===== src/dram_pkg.sv =====
package dram_pkg;

    //////////////////////////////////////////////////
    // counter sizing
    //////////////////////////////////////////////////

    localparam int CNT_W = 12; // wait counter width.

    //////////////////////////////////////////////////
    // init FSM states
    //////////////////////////////////////////////////

    typedef enum logic [3:0] {
        POWER_UP      = 4'd0,
        PRE_RESET     = 4'd1,
        RESET         = 4'd2,
        NOP           = 4'd3,
        LOAD_MODE_DLL = 4'd4,
        LOAD_BG0_REG3 = 4'd5,
        LOAD_BG1_REG6 = 4'd6,
        LOAD_BG1_REG5 = 4'd7,
        LOAD_BG1_REG4 = 4'd8,
        LOAD_BG0_REG2 = 4'd9,
        LOAD_BG0_REG1 = 4'd10,
        LOAD_BG0_REG0 = 4'd11,
        ZQ_CL         = 4'd12,
        IDLE          = 4'd13
    } init_state_t;

    //////////////////////////////////////////////////
    // DRAM command bus
    //////////////////////////////////////////////////

    // op codes carry a prefix so they do not collide with the FSM's NOP.
    typedef enum logic [1:0] {
        CMD_DESELECT = 2'd0,
        CMD_NOP      = 2'd1,
        CMD_MRS      = 2'd2,
        CMD_ZQCL     = 2'd3
    } dram_op_t;

    typedef struct packed {
        dram_op_t    op;
        logic [1:0]  bg;   // bank group.
        logic [1:0]  ba;   // bank.
        logic [17:0] addr;
    } dram_cmd_t;

    localparam dram_cmd_t DESELECT_CMD = '{
        op:   CMD_DESELECT,
        bg:   2'd0,
        ba:   2'd0,
        addr: 18'd0
    };

    typedef struct packed {
        logic reset_n;
        logic cke;
    } dram_pins_t;

endpackage


===== src/timing_counter.sv =====
`timescale 1ns/1ps

module timing_counter #(
    parameter int W = 12
) (
    input  logic         CLK,
    input  logic         nRST,
    input  logic         clear,
    input  logic         enable,
    input  logic [W-1:0] term_value,
    output logic [W-1:0] count,
    output logic         flag
);

    always_ff @(posedge CLK, negedge nRST) begin
        if (!nRST) begin
            count <= '0;
        end else if (clear) begin
            count <= '0; // clear wins over enable.
        end else if (enable) begin
            count <= count + 1'b1;
        end
    end

    // high on the final cycle of a wait.
    assign flag = (count == term_value - 1'b1);

    //////////////////////////////////////////////////
    // checks
    //////////////////////////////////////////////////

    // a stopped counter must be parked away from its terminal value.
    flag_only_when_running: assert property (
        @(posedge CLK) disable iff (!nRST)
        flag |-> enable
    );

endmodule


===== src/init_sequencer.sv =====
`timescale 1ns/1ps

module init_sequencer #(
    parameter int T_PWUP   = 2000,
    parameter int T_RST    = 2000,
    parameter int T_XPR    = 360,
    parameter int T_DLLK   = 768,
    parameter int T_MOD    = 24,
    parameter int T_ZQINIT = 1024
) (
    input  logic                  CLK,
    input  logic                  nRST,
    input  logic                  init,
    output dram_pkg::init_state_t state,
    output dram_pkg::dram_pins_t  pins,
    output logic                  init_done
);

    typedef logic [dram_pkg::CNT_W-1:0] cnt_t;

    dram_pkg::init_state_t next_state;
    dram_pkg::init_state_t follow_state;
    dram_pkg::dram_pins_t  next_pins;
    cnt_t                  term_value;
    logic                  cnt_clear;
    logic                  cnt_enable;
    logic                  next_cnt_enable;
    logic                  cnt_flag;
    logic                  next_init_done;

    timing_counter #(
        .W(dram_pkg::CNT_W)
    ) time_counter (
        .CLK       (CLK),
        .nRST      (nRST),
        .clear     (cnt_clear),
        .enable    (cnt_enable),
        .term_value(term_value),
        .count     (),
        .flag      (cnt_flag)
    );

    //////////////////////////////////////////////////
    // wait length and successor per state
    //////////////////////////////////////////////////

    always_comb begin
        term_value   = '0; // idle parks the counter off its terminal.
        follow_state = state;
        case (state)
            dram_pkg::POWER_UP: begin
                term_value   = cnt_t'(T_PWUP);
                follow_state = dram_pkg::PRE_RESET;
            end
            dram_pkg::PRE_RESET: begin
                term_value   = cnt_t'(T_RST);
                follow_state = dram_pkg::RESET;
            end
            dram_pkg::RESET: begin
                term_value   = cnt_t'(T_RST);
                follow_state = dram_pkg::NOP;
            end
            dram_pkg::NOP: begin
                term_value   = cnt_t'(T_XPR);
                follow_state = dram_pkg::LOAD_MODE_DLL;
            end
            dram_pkg::LOAD_MODE_DLL: begin
                term_value   = cnt_t'(T_DLLK);
                follow_state = dram_pkg::LOAD_BG0_REG3;
            end
            dram_pkg::LOAD_BG0_REG3: begin
                term_value   = cnt_t'(T_MOD);
                follow_state = dram_pkg::LOAD_BG1_REG6;
            end
            dram_pkg::LOAD_BG1_REG6: begin
                term_value   = cnt_t'(T_MOD);
                follow_state = dram_pkg::LOAD_BG1_REG5;
            end
            dram_pkg::LOAD_BG1_REG5: begin
                term_value   = cnt_t'(T_MOD);
                follow_state = dram_pkg::LOAD_BG1_REG4;
            end
            dram_pkg::LOAD_BG1_REG4: begin
                term_value   = cnt_t'(T_MOD);
                follow_state = dram_pkg::LOAD_BG0_REG2;
            end
            dram_pkg::LOAD_BG0_REG2: begin
                term_value   = cnt_t'(T_MOD);
                follow_state = dram_pkg::LOAD_BG0_REG1;
            end
            dram_pkg::LOAD_BG0_REG1: begin
                term_value   = cnt_t'(T_MOD);
                follow_state = dram_pkg::LOAD_BG0_REG0;
            end
            dram_pkg::LOAD_BG0_REG0: begin
                term_value   = cnt_t'(T_MOD);
                follow_state = dram_pkg::ZQ_CL;
            end
            dram_pkg::ZQ_CL: begin
                term_value   = cnt_t'(T_ZQINIT);
                follow_state = dram_pkg::IDLE;
            end
            default: ; // idle is terminal.
        endcase
    end

    //////////////////////////////////////////////////
    // sequencing
    //////////////////////////////////////////////////

    always_comb begin
        next_state      = state;
        next_cnt_enable = cnt_enable;
        next_init_done  = init_done;
        cnt_clear       = 1'b0;
        if (state == dram_pkg::POWER_UP && init) begin
            next_cnt_enable = 1'b1; // start the power-up wait.
        end
        if (cnt_flag) begin
            cnt_clear  = 1'b1;
            next_state = follow_state;
            if (state == dram_pkg::ZQ_CL) begin
                next_cnt_enable = 1'b0;
                next_init_done  = 1'b1;
            end
        end
    end

    // pin levels follow the state being entered.
    always_comb begin
        next_pins.reset_n = 1'b1;
        next_pins.cke     = 1'b1;
        case (next_state)
            dram_pkg::POWER_UP, dram_pkg::PRE_RESET: begin
                next_pins.reset_n = 1'b0;
                next_pins.cke     = 1'b0;
            end
            dram_pkg::RESET: begin
                next_pins.cke = 1'b0;
            end
            default: ;
        endcase
    end

    always_ff @(posedge CLK, negedge nRST) begin
        if (!nRST) begin
            state      <= dram_pkg::POWER_UP;
            pins       <= '0;
            cnt_enable <= 1'b0;
            init_done  <= 1'b0;
        end else begin
            state      <= next_state;
            pins       <= next_pins;
            cnt_enable <= next_cnt_enable;
            init_done  <= next_init_done;
        end
    end

    //////////////////////////////////////////////////
    // checks
    //////////////////////////////////////////////////

    done_only_in_idle: assert property (
        @(posedge CLK) disable iff (!nRST)
        init_done |-> (state == dram_pkg::IDLE)
    );

    idle_is_terminal: assert property (
        @(posedge CLK) disable iff (!nRST)
        (state == dram_pkg::IDLE) |=> (state == dram_pkg::IDLE)
    );

endmodule


===== src/init_cmd_encoder.sv =====
`timescale 1ns/1ps

module init_cmd_encoder (
    input  logic                  CLK,
    input  logic                  nRST,
    input  dram_pkg::init_state_t state,
    output dram_pkg::dram_cmd_t   cmd,
    output logic                  cmd_valid
);

    dram_pkg::init_state_t prev_state;
    dram_pkg::dram_cmd_t   entry_cmd;
    logic                  is_cmd_state;
    logic                  entered;

    function automatic dram_pkg::dram_cmd_t mrs(
        input logic [1:0]  bg,
        input logic [1:0]  ba,
        input logic [17:0] addr
    );
        dram_pkg::dram_cmd_t c;
        c.op   = dram_pkg::CMD_MRS;
        c.bg   = bg;
        c.ba   = ba;
        c.addr = addr;
        return c;
    endfunction

    //////////////////////////////////////////////////
    // mode register table
    //////////////////////////////////////////////////

    always_comb begin
        entry_cmd    = dram_pkg::DESELECT_CMD;
        is_cmd_state = 1'b1;
        case (state)
            dram_pkg::LOAD_BG0_REG3: begin
                entry_cmd = mrs(2'd0, 2'd3, 18'h00000); // MR3.
            end
            dram_pkg::LOAD_BG1_REG6: begin
                entry_cmd = mrs(2'd1, 2'd2, 18'h00800); // MR6.
            end
            dram_pkg::LOAD_BG1_REG5: begin
                entry_cmd = mrs(2'd1, 2'd1, 18'h00400); // MR5.
            end
            dram_pkg::LOAD_BG1_REG4: begin
                entry_cmd = mrs(2'd1, 2'd0, 18'h00000); // MR4.
            end
            dram_pkg::LOAD_BG0_REG2: begin
                entry_cmd = mrs(2'd0, 2'd2, 18'h00008); // MR2.
            end
            dram_pkg::LOAD_BG0_REG1: begin
                entry_cmd = mrs(2'd0, 2'd1, 18'h00001); // MR1, DLL on.
            end
            dram_pkg::LOAD_BG0_REG0: begin
                entry_cmd = mrs(2'd0, 2'd0, 18'h00D20); // MR0.
            end
            dram_pkg::ZQ_CL: begin
                entry_cmd.op   = dram_pkg::CMD_ZQCL;
                entry_cmd.addr = 18'h00400; // A10 high selects long cal.
            end
            default: begin
                is_cmd_state = 1'b0;
            end
        endcase
    end

    // first cycle in a command state.
    assign entered = is_cmd_state && (state != prev_state);

    //////////////////////////////////////////////////
    // registered command strobe
    //////////////////////////////////////////////////

    always_ff @(posedge CLK, negedge nRST) begin
        if (!nRST) begin
            prev_state <= dram_pkg::POWER_UP;
            cmd_valid  <= 1'b0;
            cmd        <= dram_pkg::DESELECT_CMD;
        end else begin
            prev_state <= state;
            cmd_valid  <= entered;
            cmd        <= entered ? entry_cmd : dram_pkg::DESELECT_CMD;
        end
    end

    // each command state must hold for at least two cycles.
    single_cycle_strobe: assert property (
        @(posedge CLK) disable iff (!nRST)
        cmd_valid |=> !cmd_valid
    );

endmodule


===== src/dram_init_top.sv =====
`timescale 1ns/1ps

module dram_init_top #(
    parameter int T_PWUP   = 2000,
    parameter int T_RST    = 2000,
    parameter int T_XPR    = 360,
    parameter int T_DLLK   = 768,
    parameter int T_MOD    = 24,
    parameter int T_ZQINIT = 1024
) (
    input  logic                  CLK,
    input  logic                  nRST,
    input  logic                  init,
    output logic                  init_done,
    output dram_pkg::dram_pins_t  pins,
    output dram_pkg::dram_cmd_t   cmd,
    output logic                  cmd_valid,
    output dram_pkg::init_state_t state
);

    //////////////////////////////////////////////////
    // bring-up FSM and wait timer
    //////////////////////////////////////////////////

    init_sequencer #(
        .T_PWUP  (T_PWUP),
        .T_RST   (T_RST),
        .T_XPR   (T_XPR),
        .T_DLLK  (T_DLLK),
        .T_MOD   (T_MOD),
        .T_ZQINIT(T_ZQINIT)
    ) sequencer (
        .CLK      (CLK),
        .nRST     (nRST),
        .init     (init),
        .state    (state),
        .pins     (pins),
        .init_done(init_done)
    );

    //////////////////////////////////////////////////
    // command bus
    //////////////////////////////////////////////////

    init_cmd_encoder encoder (
        .CLK      (CLK),
        .nRST     (nRST),
        .state    (state),
        .cmd      (cmd),
        .cmd_valid(cmd_valid)
    );

endmodule


===== config.mk =====
export PLATFORM = sky130hd
export DESIGN_NAME = dram_init_top
export DESIGN_NICKNAME = d
export VERILOG_FILES = /design/src/dram_pkg.sv /design/src/timing_counter.sv /design/src/init_sequencer.sv /design/src/init_cmd_encoder.sv /design/src/dram_init_top.sv
export SDC_FILE = /design/constraint.sdc
export NUM_CORES = 1
export LEC_CHECK = 0
export BUFFER_PORTS_ARGS = -buffer_cell sky130_fd_sc_hd__buf_2
export CELL_PAD_IN_SITES_DETAIL_PLACEMENT = 1
export CELL_PAD_IN_SITES_GLOBAL_PLACEMENT = 1
export CORE_AREA = 2 2 85 63
export DETAILED_ROUTE_END_ITERATION = 12
export DIE_AREA = 0 0 87 65
export PLACE_DENSITY_LB_ADDON = 0.12
export SLEW_MARGIN = 20
export SYNTH_ARGS = -nofsm -noshare
export SYNTH_HDL_FRONTEND = slang
export SYNTH_HIERARCHICAL = 1
export SYNTH_SLANG_ARGS = --single-unit

===== constraint.sdc =====
create_clock -name CLK -period 5.6 [get_ports CLK]
set_input_delay 1.12 -clock CLK [delete_from_list [all_inputs] [get_ports CLK]]
set_output_delay 1.12 -clock CLK [all_outputs]
set_load 0.005 [all_outputs]

==> results.py, run 1 <==
metrics = {
    "drt": {
        "viasPerCell": 5.02,
        "wire_per_inst_um": 14.7,
        "wirelength_um": 4780,
        "vias": 1638,
        "drt-initial-drc-count": 113,
        "first_pass_iters": 4,
        "antenna_left": 0,
        "drcViolationCount": 0,
    },
    "floorplanning": {
        "coreArea_um2": 4930,
        "die_h_um": 65,
        "die_area_um2": 5660,
        "rows": 22,
        "die_w_um": 87,
        "initial_core_util_pct": 43.8,
        "pin_count": 35,
    },
    "clock_tree": {
        "clk_latency_ns": 0.29,
        "postCtsSetupBuffers": 0,
        "root_buffer": "clkbuf_8",
        "cts_tree": "done",
        "cts_resized": 0,
        "path_clk_slew_ns": 0.08,
        "htree_levels": 2,
        "cts_sinks": 35,
        "cts_buffer_depth": 2,
        "postCtsHoldBufs": 0,
        "cts_made_buffers": 5,
    },
    "final_layout": {
        "finalInstanceArea_um2": 2390,
        "area_growth_pct": 10.7,
        "utilization_pct": 48.5,
        "final_cells": 326,
        "final.fill_count": 600,
        "diodes": 0,
        "fin_nets": 270,
        "drive_above_1_share_pct": 16.5,
    },
    "synthesis": {
        "synth_edf_count": 0,
        "syn_area_per_cell_um2": 9.35,
        "synth_compound_area_share_pct": 11.4,
        "synth_top_area_share_pct": 40.6,
        "ys_types": 52,
        "yosys_most_used_dff": "dfrtp_1",
        "yosys_warnings": 6,
        "synthSimpleGateAreaFrac_pct": 21.6,
        "ys_ff_latch": 35,
        "synth_area_leaders": "dfrtp_1 (41%), xor2_1 (7.3%), xnor2_1 (5.7%)",
        "synth_adder_area_share_pct": 1.68,
        "syn_inst": 231,
        "synth_top_family_by_area": "simple AND/OR/NAND/NOR gates",
        "synth_xor_area_share_pct": 13.0,
        "synth_mux_area_share_pct": 1.39,
        "yosysSeqAreaShare_pct": 40.6,
        "netlist.top_cell.by_area": "dfrtp_1",
        "synthArstFlopShare_pct": 100,
        "synth_area_um2": 2160,
    },
    "placed_design": {
        "dp_hpwl_um": 3360,
        "place_congestion": 0.797,
        "place_area_um2": 2280,
        "placedCellCount": 318,
        "numPortBuffers": 21,
    },
    "power_and_ir_drop": {
        "switchingPower_mw": 0.112,
        "sw_frac_of_total_pct": 23.8,
        "p_clk_share_pct": 41.8,
        "seq_power_share_pct": 53.6,
        "p_comb_share_pct": 4.6,
        "ir_drop_mv": 0.130,
        "p_int_mw": 0.359,
        "power_leakage_nw": 1.08,
        "p_per_area_nw_per_um2": 197,
    },
    "sta": {
        "maxSlewHeadroom_pct": 46.7,
        "rsz0062_at_grt": "false",
        "tightest_slew_ns": 0.800,
        "post-route-period-util_pct": 79.3,
        "drv_slew": 0,
        "finClkSkew_ns": 0.00761,
        "hold_violations": 0,
        "setup_viol": 0,
        "min_period_ns": 4.44,
        "max_freq_mhz": 225,
        "tns_ns": 0,
    },
    "critical_path": {
        "critPathMaxStageDelay_ns": 0.80,
        "crit_arrival_ns": 4.61,
        "startpoint_type": "flop",
        "endpoint_kind": "flop",
        "cp_max_fo": 22,
        "crit_top_cell": "nand3_1",
        "path_cells": "or2_4 > inv_2 > and3_1 > or3_1 > or4_4 > nor3_2 > xor2_1 > nand3_1 > a2111oi_4 > buf_4 > o21a_1 > nand3_1 > nor2_1 > nand3_1 > xor2_1 > nor2_1",
        "worstSetupPathType": "flop to flop",
        "crit_slowest_cell": "dfrtp_1",
        "required_ns": 5.77,
    },
    "flow_run": {
        "maxCapViolCount": 0,
    },
    "global_route": {
        "grt_first_pass_wirelength_um": 7980,
        "grt_antenna_before_repair": 0,
        "grt_pass1_vias": 1531,
        "grt-ovfl-total": 0,
        "grt_max_degree": 36,
        "grt_usage_pct": 18.8,
    },
    "status": {
        "status": "finished, final reports clean",
    },
    "hold_path": {
        "hold_path.class": "flop to flop",
    },
}
[power by group through the flow]
| stage | Clock (mW) | Sequential (mW) | Combinational, mW |
|---|---|---|---|
| 6_report | 0.197 | 0.253 | 0.0218 |
| 5_1_grt | 0.217 | 0.252 | 0.0256 |
| 4_1_cts | 0.206 | 0.252 | 0.0208 |
| 3_5_place_dp | 0 | 0.258 | 0.0207 |
| 3_3_place_gp | 0 | 0.258 | 0.0203 |
| 2_1_floorplan | 0 | 0.258 | 0.0199 |
[layout make-up]
class                      count  area (µm²)  share of cell area [%]
clock buffer                   6        82.6                    3.45
clock inverter                 2        16.3                   0.680
inverter                       7        26.3                    1.10
multi-input combinational    194        1200                    50.3
sequential                    35         876                    36.6
tap                           60        75.1                    3.14
timing repair buffer          22         113                    4.71
[registers in the layout (all words and copies together), names as in the netlist]
name	cells
encoder/cmd	10
encoder/cmd_valid	1
encoder/prev_state	4
sequencer/cnt_enable	1
sequencer/init_done	1
sequencer/pins	2
sequencer/state	4
sequencer/time_counter/count	12
[placed cells by master (no fill, tap or decap), types with 8 or more instances in the layout]
cell     instances
nand3_1         11
o21ai_0          8
nand2_1         14
dfrtp_1         35
xor2_1          18
a21oi_1          8
xnor2_1         14
conb_1          33
buf_2           21
nor2_1          25
[logic make-up (layout without fill, tap and decap cells)]
group | count (synthesis) | after routing
buffers and inverters | 33 | 37
other | 2 | 33
adder cells (fa/ha/maj) | 3 | 3
flip-flops | 35 | 35
AO/OA/AOI/OAI | 36 | 36
multiplexers | 3 | 3
XOR/XNOR | 32 | 32
AND/OR/NAND/NOR | 87 | 87
[stage by stage]
step,power [mW],hold WS [ns],setup WS (ns)
finish,0.471,0.467,1.16
global route,0.495,0.496,0.760
CTS,0.479,0.472,1.16
detailed placement,0.278,0.451,1.21
global placement,0.278,0.470,1.35
floorplan,0.277,0.431,2.00
[cells in the mapped netlist, drive strengths merged, types with 3 or more instances]
library cell and instances:
a21oi 10, a31oi 3, buf 24, dfrtp 35, inv 7, mux2i 3, nand2 14, nand3 11
nor2 27, nor2b 5, nor3 7, nor4 7, o21a 3, o21ai 8, xnor2 14, xor2 18
[worst paths after layout]
check	slack, ns	startpoint	to	cells past startpoint
max in group asynchronous	4.20	nRST	encoder/cmd[23]	1
setup / recovery	1.16	sequencer/state[3]	sequencer/time_counter/count[9]	16
hold reg to reg	0.47	sequencer/init_done	sequencer/init_done	1
hold / removal	0.47	sequencer/init_done	sequencer/init_done	1
setup reg to reg	1.16	sequencer/state[3]	sequencer/time_counter/count[9]	16
min in group asynchronous	0.91	nRST	encoder/cmd[19]	1
[critical path: cells and delay by family (launching register included)]
family | cells | cell delay (ns)
AND/OR/NAND/NOR | 10 | 2.31
flip-flops | 1 | 0.80
AO/OA/AOI/OAI | 2 | 0.52
buffers and inverters | 2 | 0.37
XOR/XNOR | 2 | 0.32
[routing by layer]
| layer | track usage, % | share of wire [%] | up-vias |
|---|---|---|---|
| li1 | - | - | 807 |
| met1 | 30.1 | 55 | 793 |
| met2 | 24.8 | 41 | 34 |
| met3 | 4.59 | 3.6 | 4 |
| met4 | 4.69 | 0.59 | 0 |
| met5 | 0 | 0 | - |
No activity file was read; power rests on OpenSTA's default activity.
==> inputs of run 2 (changes only) <==
--- a/config.mk
+++ b/config.mk
@@ -5,12 +5,13 @@
 export SDC_FILE = /design/constraint.sdc
 export NUM_CORES = 1
 export LEC_CHECK = 0
+export ABC_AREA = 1
 export BUFFER_PORTS_ARGS = -buffer_cell sky130_fd_sc_hd__buf_2
 export CELL_PAD_IN_SITES_DETAIL_PLACEMENT = 1
 export CELL_PAD_IN_SITES_GLOBAL_PLACEMENT = 1
-export CORE_AREA = 2 2 85 63
+export CORE_AREA = 2 2 92 68
 export DETAILED_ROUTE_END_ITERATION = 12
-export DIE_AREA = 0 0 87 65
+export DIE_AREA = 0 0 94 70
 export PLACE_DENSITY_LB_ADDON = 0.12
 export SLEW_MARGIN = 20
 export SYNTH_ARGS = -nofsm -noshare
==> constraint.sdc (replaced) <==
create_clock -name CLK -period 4.1 [get_ports CLK]
set_input_delay 0.82 -clock CLK [delete_from_list [all_inputs] [get_ports CLK]]
set_output_delay 0.82 -clock CLK [all_outputs]
set_load 0.005 [all_outputs]
==> run 2 against run 1 <==
Non-clock buffer count grew 1. Cell count grew 33%. Critical endpoint is now sequencer/time_counter/count[10]. Maximum frequency grew 35%. Via count grew 18%. Power grew 31%. Synthesized area grew 5.1%. Critical path depth grew 5. Core utilization shrank 5.6 points.
==> results.py, run 2 <==
metrics = {
    "status": {
        "status": "finished, final reports clean",
    },
    "synthesis": {
        "yosys_most_used_dff": "dfrtp_1",
        "netlist.top_cell.by_area": "dfrtp_1",
        "ys_ff_latch": 35,
        "ys_types": 29,
        "synth_top_area_share_pct": 38.6,
        "syn_inst": 320,
        "synth_commonest_cells": "nand2_1 (83), inv_1 (46), nor2_1 (39), dfrtp_1 (35), nand3_1 (20)",
        "yosysSeqAreaShare_pct": 38.6,
        "synth_edf_count": 0,
        "synth.most_common_cell": "nand2_1",
        "synth_area_leaders": "dfrtp_1 (39%), nand2_1 (14%), inv_1 (7.6%)",
        "synth_area_um2": 2270,
        "syn_area_per_cell_um2": 7.09,
        "synthArstFlopShare_pct": 100,
        "yosys_warnings": 6,
    },
    "critical_path": {
        "endpoint_kind": "flop",
        "crit_top_cell": "nand2_1",
        "crit_arrival_ns": 3.48,
        "cp_max_fo": 17,
        "crit_slowest_cell": "dfrtp_1",
        "path_cells": "nand2_1 > o21ai_2 > a21oi_1 > nor2_2 > nand2_2 > nor2_4 > nand2_1 > nand2_1 > nand2_1 > nor2_2 > nand3_1 > nor2_1 > buf_4 > nor2_2 > nor2_2 > and2_2 > nand2_1 > nand2_1 > o21ai_0 > o21ai_1 > inv_1",
        "reg2reg_depth": 21,
        "required_ns": 4.28,
        "critPathMaxStageDelay_ns": 0.78,
        "r2r-end": "sequencer/time_counter/count[10]",
        "startpoint_type": "flop",
        "crit_end": "sequencer/time_counter/count[10]",
        "r2r-start": "sequencer/state[2]",
        "worstSetupPathType": "flop to flop",
        "crit_start": "sequencer/state[2]",
        "worst-r2r-setup-slack_ns": 0.80,
    },
    "drt": {
        "drcViolationCount": 0,
        "met3_length_um": 280,
        "routed.top_layer": "met4",
        "met2RoutedLength_um": 2100,
        "drt-met1-wl_um": 2950,
        "wire_per_inst_um": 12.4,
        "antenna_left": 0,
        "drt-initial-drc-count": 62,
        "viasPerCell": 4.48,
        "vias": 1938,
        "first_pass_iters": 4,
        "wirelength_um": 5350,
    },
    "sta": {
        "max_freq_mhz": 303,
        "rsz0062_at_grt": "false",
        "finClkSkew_ns": 0.00360,
        "drv_slew": 0,
        "setup_viol": 0,
        "tightest_slew_ns": 0.812,
        "tns_ns": 0,
        "maxSlewHeadroom_pct": 45.8,
        "hold_violations": 0,
        "post-route-period-util_pct": 80.5,
        "min_period_ns": 3.30,
    },
    "hold_path": {
        "hold_path.class": "flop to flop",
    },
    "flow_run": {
        "maxCapViolCount": 0,
    },
    "final_layout": {
        "area_growth_pct": 10.7,
        "drive_above_1_share_pct": 16.1,
        "largest_reg_flops": 12,
        "largestRegisters": "sequencer/time_counter/count x12, encoder/cmd x10",
        "largest-register": "sequencer/time_counter/count",
        "layout_commonest_cell": "nand2_1",
        "final_cell_mix": "nand2_1 (83), inv_1 (46), nor2_1 (39)",
        "utilization_pct": 42.9,
        "diodes": 0,
        "fin_nets": 359,
    },
    "clock_tree": {
        "cts_tree": "done",
        "cts_buffer_depth": 2,
        "postCtsSetupBuffers": 0,
        "cts_sinks": 35,
        "postCtsHoldBufs": 0,
        "cts_made_buffers": 5,
        "path_clk_slew_ns": 0.07,
        "cts_resized": 0,
        "root_buffer": "clkbuf_8",
        "clk_latency_ns": 0.28,
        "htree_levels": 2,
    },
    "power_and_ir_drop": {
        "ir_drop_mv": 0.139,
        "p_per_area_nw_per_um2": 246,
        "power_leakage_nw": 1.44,
    },
    "floorplanning": {
        "die_w_um": 94,
        "die_h_um": 70,
        "pin_count": 35,
        "rows": 24,
        "initial_core_util_pct": 38.8,
        "die_area_um2": 6580,
        "coreArea_um2": 5860,
    },
    "global_route": {
        "grt_first_pass_wirelength_um": 9320,
        "grt_antenna_before_repair": 0,
        "grt_usage_pct": 18.1,
        "grt_pass1_vias": 1915,
        "grt-ovfl-total": 0,
        "grt_max_degree": 36,
    },
    "placed_design": {
        "place_congestion": 0.835,
        "numPortBuffers": 21,
        "dp_hpwl_um": 4270,
    },
}
==> run 2: cell types whose count changed after synthesis, moves of 4 or more <==
cell / previous run / this run
a21oi_1: 8 / 12
buf_2: 4 / 0
inv_1: 6 / 46
inv_2: 1 / 5
nand2_1: 14 / 83
nand2_2: 0 / 6
nand3_1: 11 / 20
nor2_1: 25 / 39
nor2_2: 1 / 8
nor2b_1: 5 / 0
nor4_1: 6 / 0
o21ai_0: 8 / 14
xnor2_1: 14 / 7
xor2_1: 18 / 4
==> run 2: where the power goes <==
part           total [mW]  internal, mW  switching, mW  leakage (nW)
Sequential          0.345         0.345      0.0000199         0.416
Combinational      0.0301       0.00791         0.0222         0.981
Clock               0.244         0.119          0.125        0.0422
==> run 2: metal layers <==
metal / vias to the layer above / track usage, %
met4: 0 / 2.90
met2: 39 / 25.6
met5: - / 0
li1: 1009 / -
met1: 888 / 29.0
met3: 2 / 3.34
==> run 2: final cells by class <==
| cell class | instances | area [µm²] |
|---|---|---|
| clock inverters | 1 | 5.00 |
| flip-flops and latches | 35 | 876 |
| clock buffers | 7 | 76.3 |
| well taps | 78 | 97.6 |
| repair buffers | 23 | 120 |
| fillers | 771 | 3340 |
| multi-input cells | 238 | 1150 |
| inverters | 51 | 191 |
==> run 2: metrics by stage <==
step                      power (mW)  cell area, µm²  setup slack [ns]  instances  hold WS, ns
after CTS                      0.628            2510             0.777        433        0.486
after global routing           0.647            2510             0.371        433        0.531
after global placement         0.380            2430             0.846        425        0.451
after detailed placement       0.380            2430             0.803        425        0.464
final                          0.619            2510             0.801        433        0.477
after floorplan                0.379            2350              1.08        341        0.458
==> run 2: worst max-delay path: cells and delay by family, from the launching register on <==
| family | cells | cell delay (ns) |
|---|---|---|
| AOI/OAI and AO/OA | 4 | 0.57 |
| buffers and inverters | 2 | 0.24 |
| DFF | 1 | 0.78 |
| and+or+nand+nor | 15 | 1.60 |
==> run 2: kinds of logic after synthesis <==
family / after synthesis / synth area share [%]
DFF: 35 / 38.6
other: 2 / 0.331
xor gates and xnor gates: 11 / 4.24
buffers and inverters: 68 / 14.4
adders and majority gates: 2 / 1.10
AOI/OAI and AO/OA: 34 / 8.05
and+or+nand+nor: 168 / 33.3
==> run 2: how the worst min path moves through the flow <==
stage                        startpoint             endpoint  cells after the start
global route        sequencer/init_done  sequencer/init_done                      2
floorplan           sequencer/init_done  sequencer/init_done                      2
global placement    sequencer/init_done  sequencer/init_done                      2
CTS                 sequencer/init_done  sequencer/init_done                      2
finish              sequencer/init_done  sequencer/init_done                      2
detailed placement  sequencer/init_done  sequencer/init_done                      2
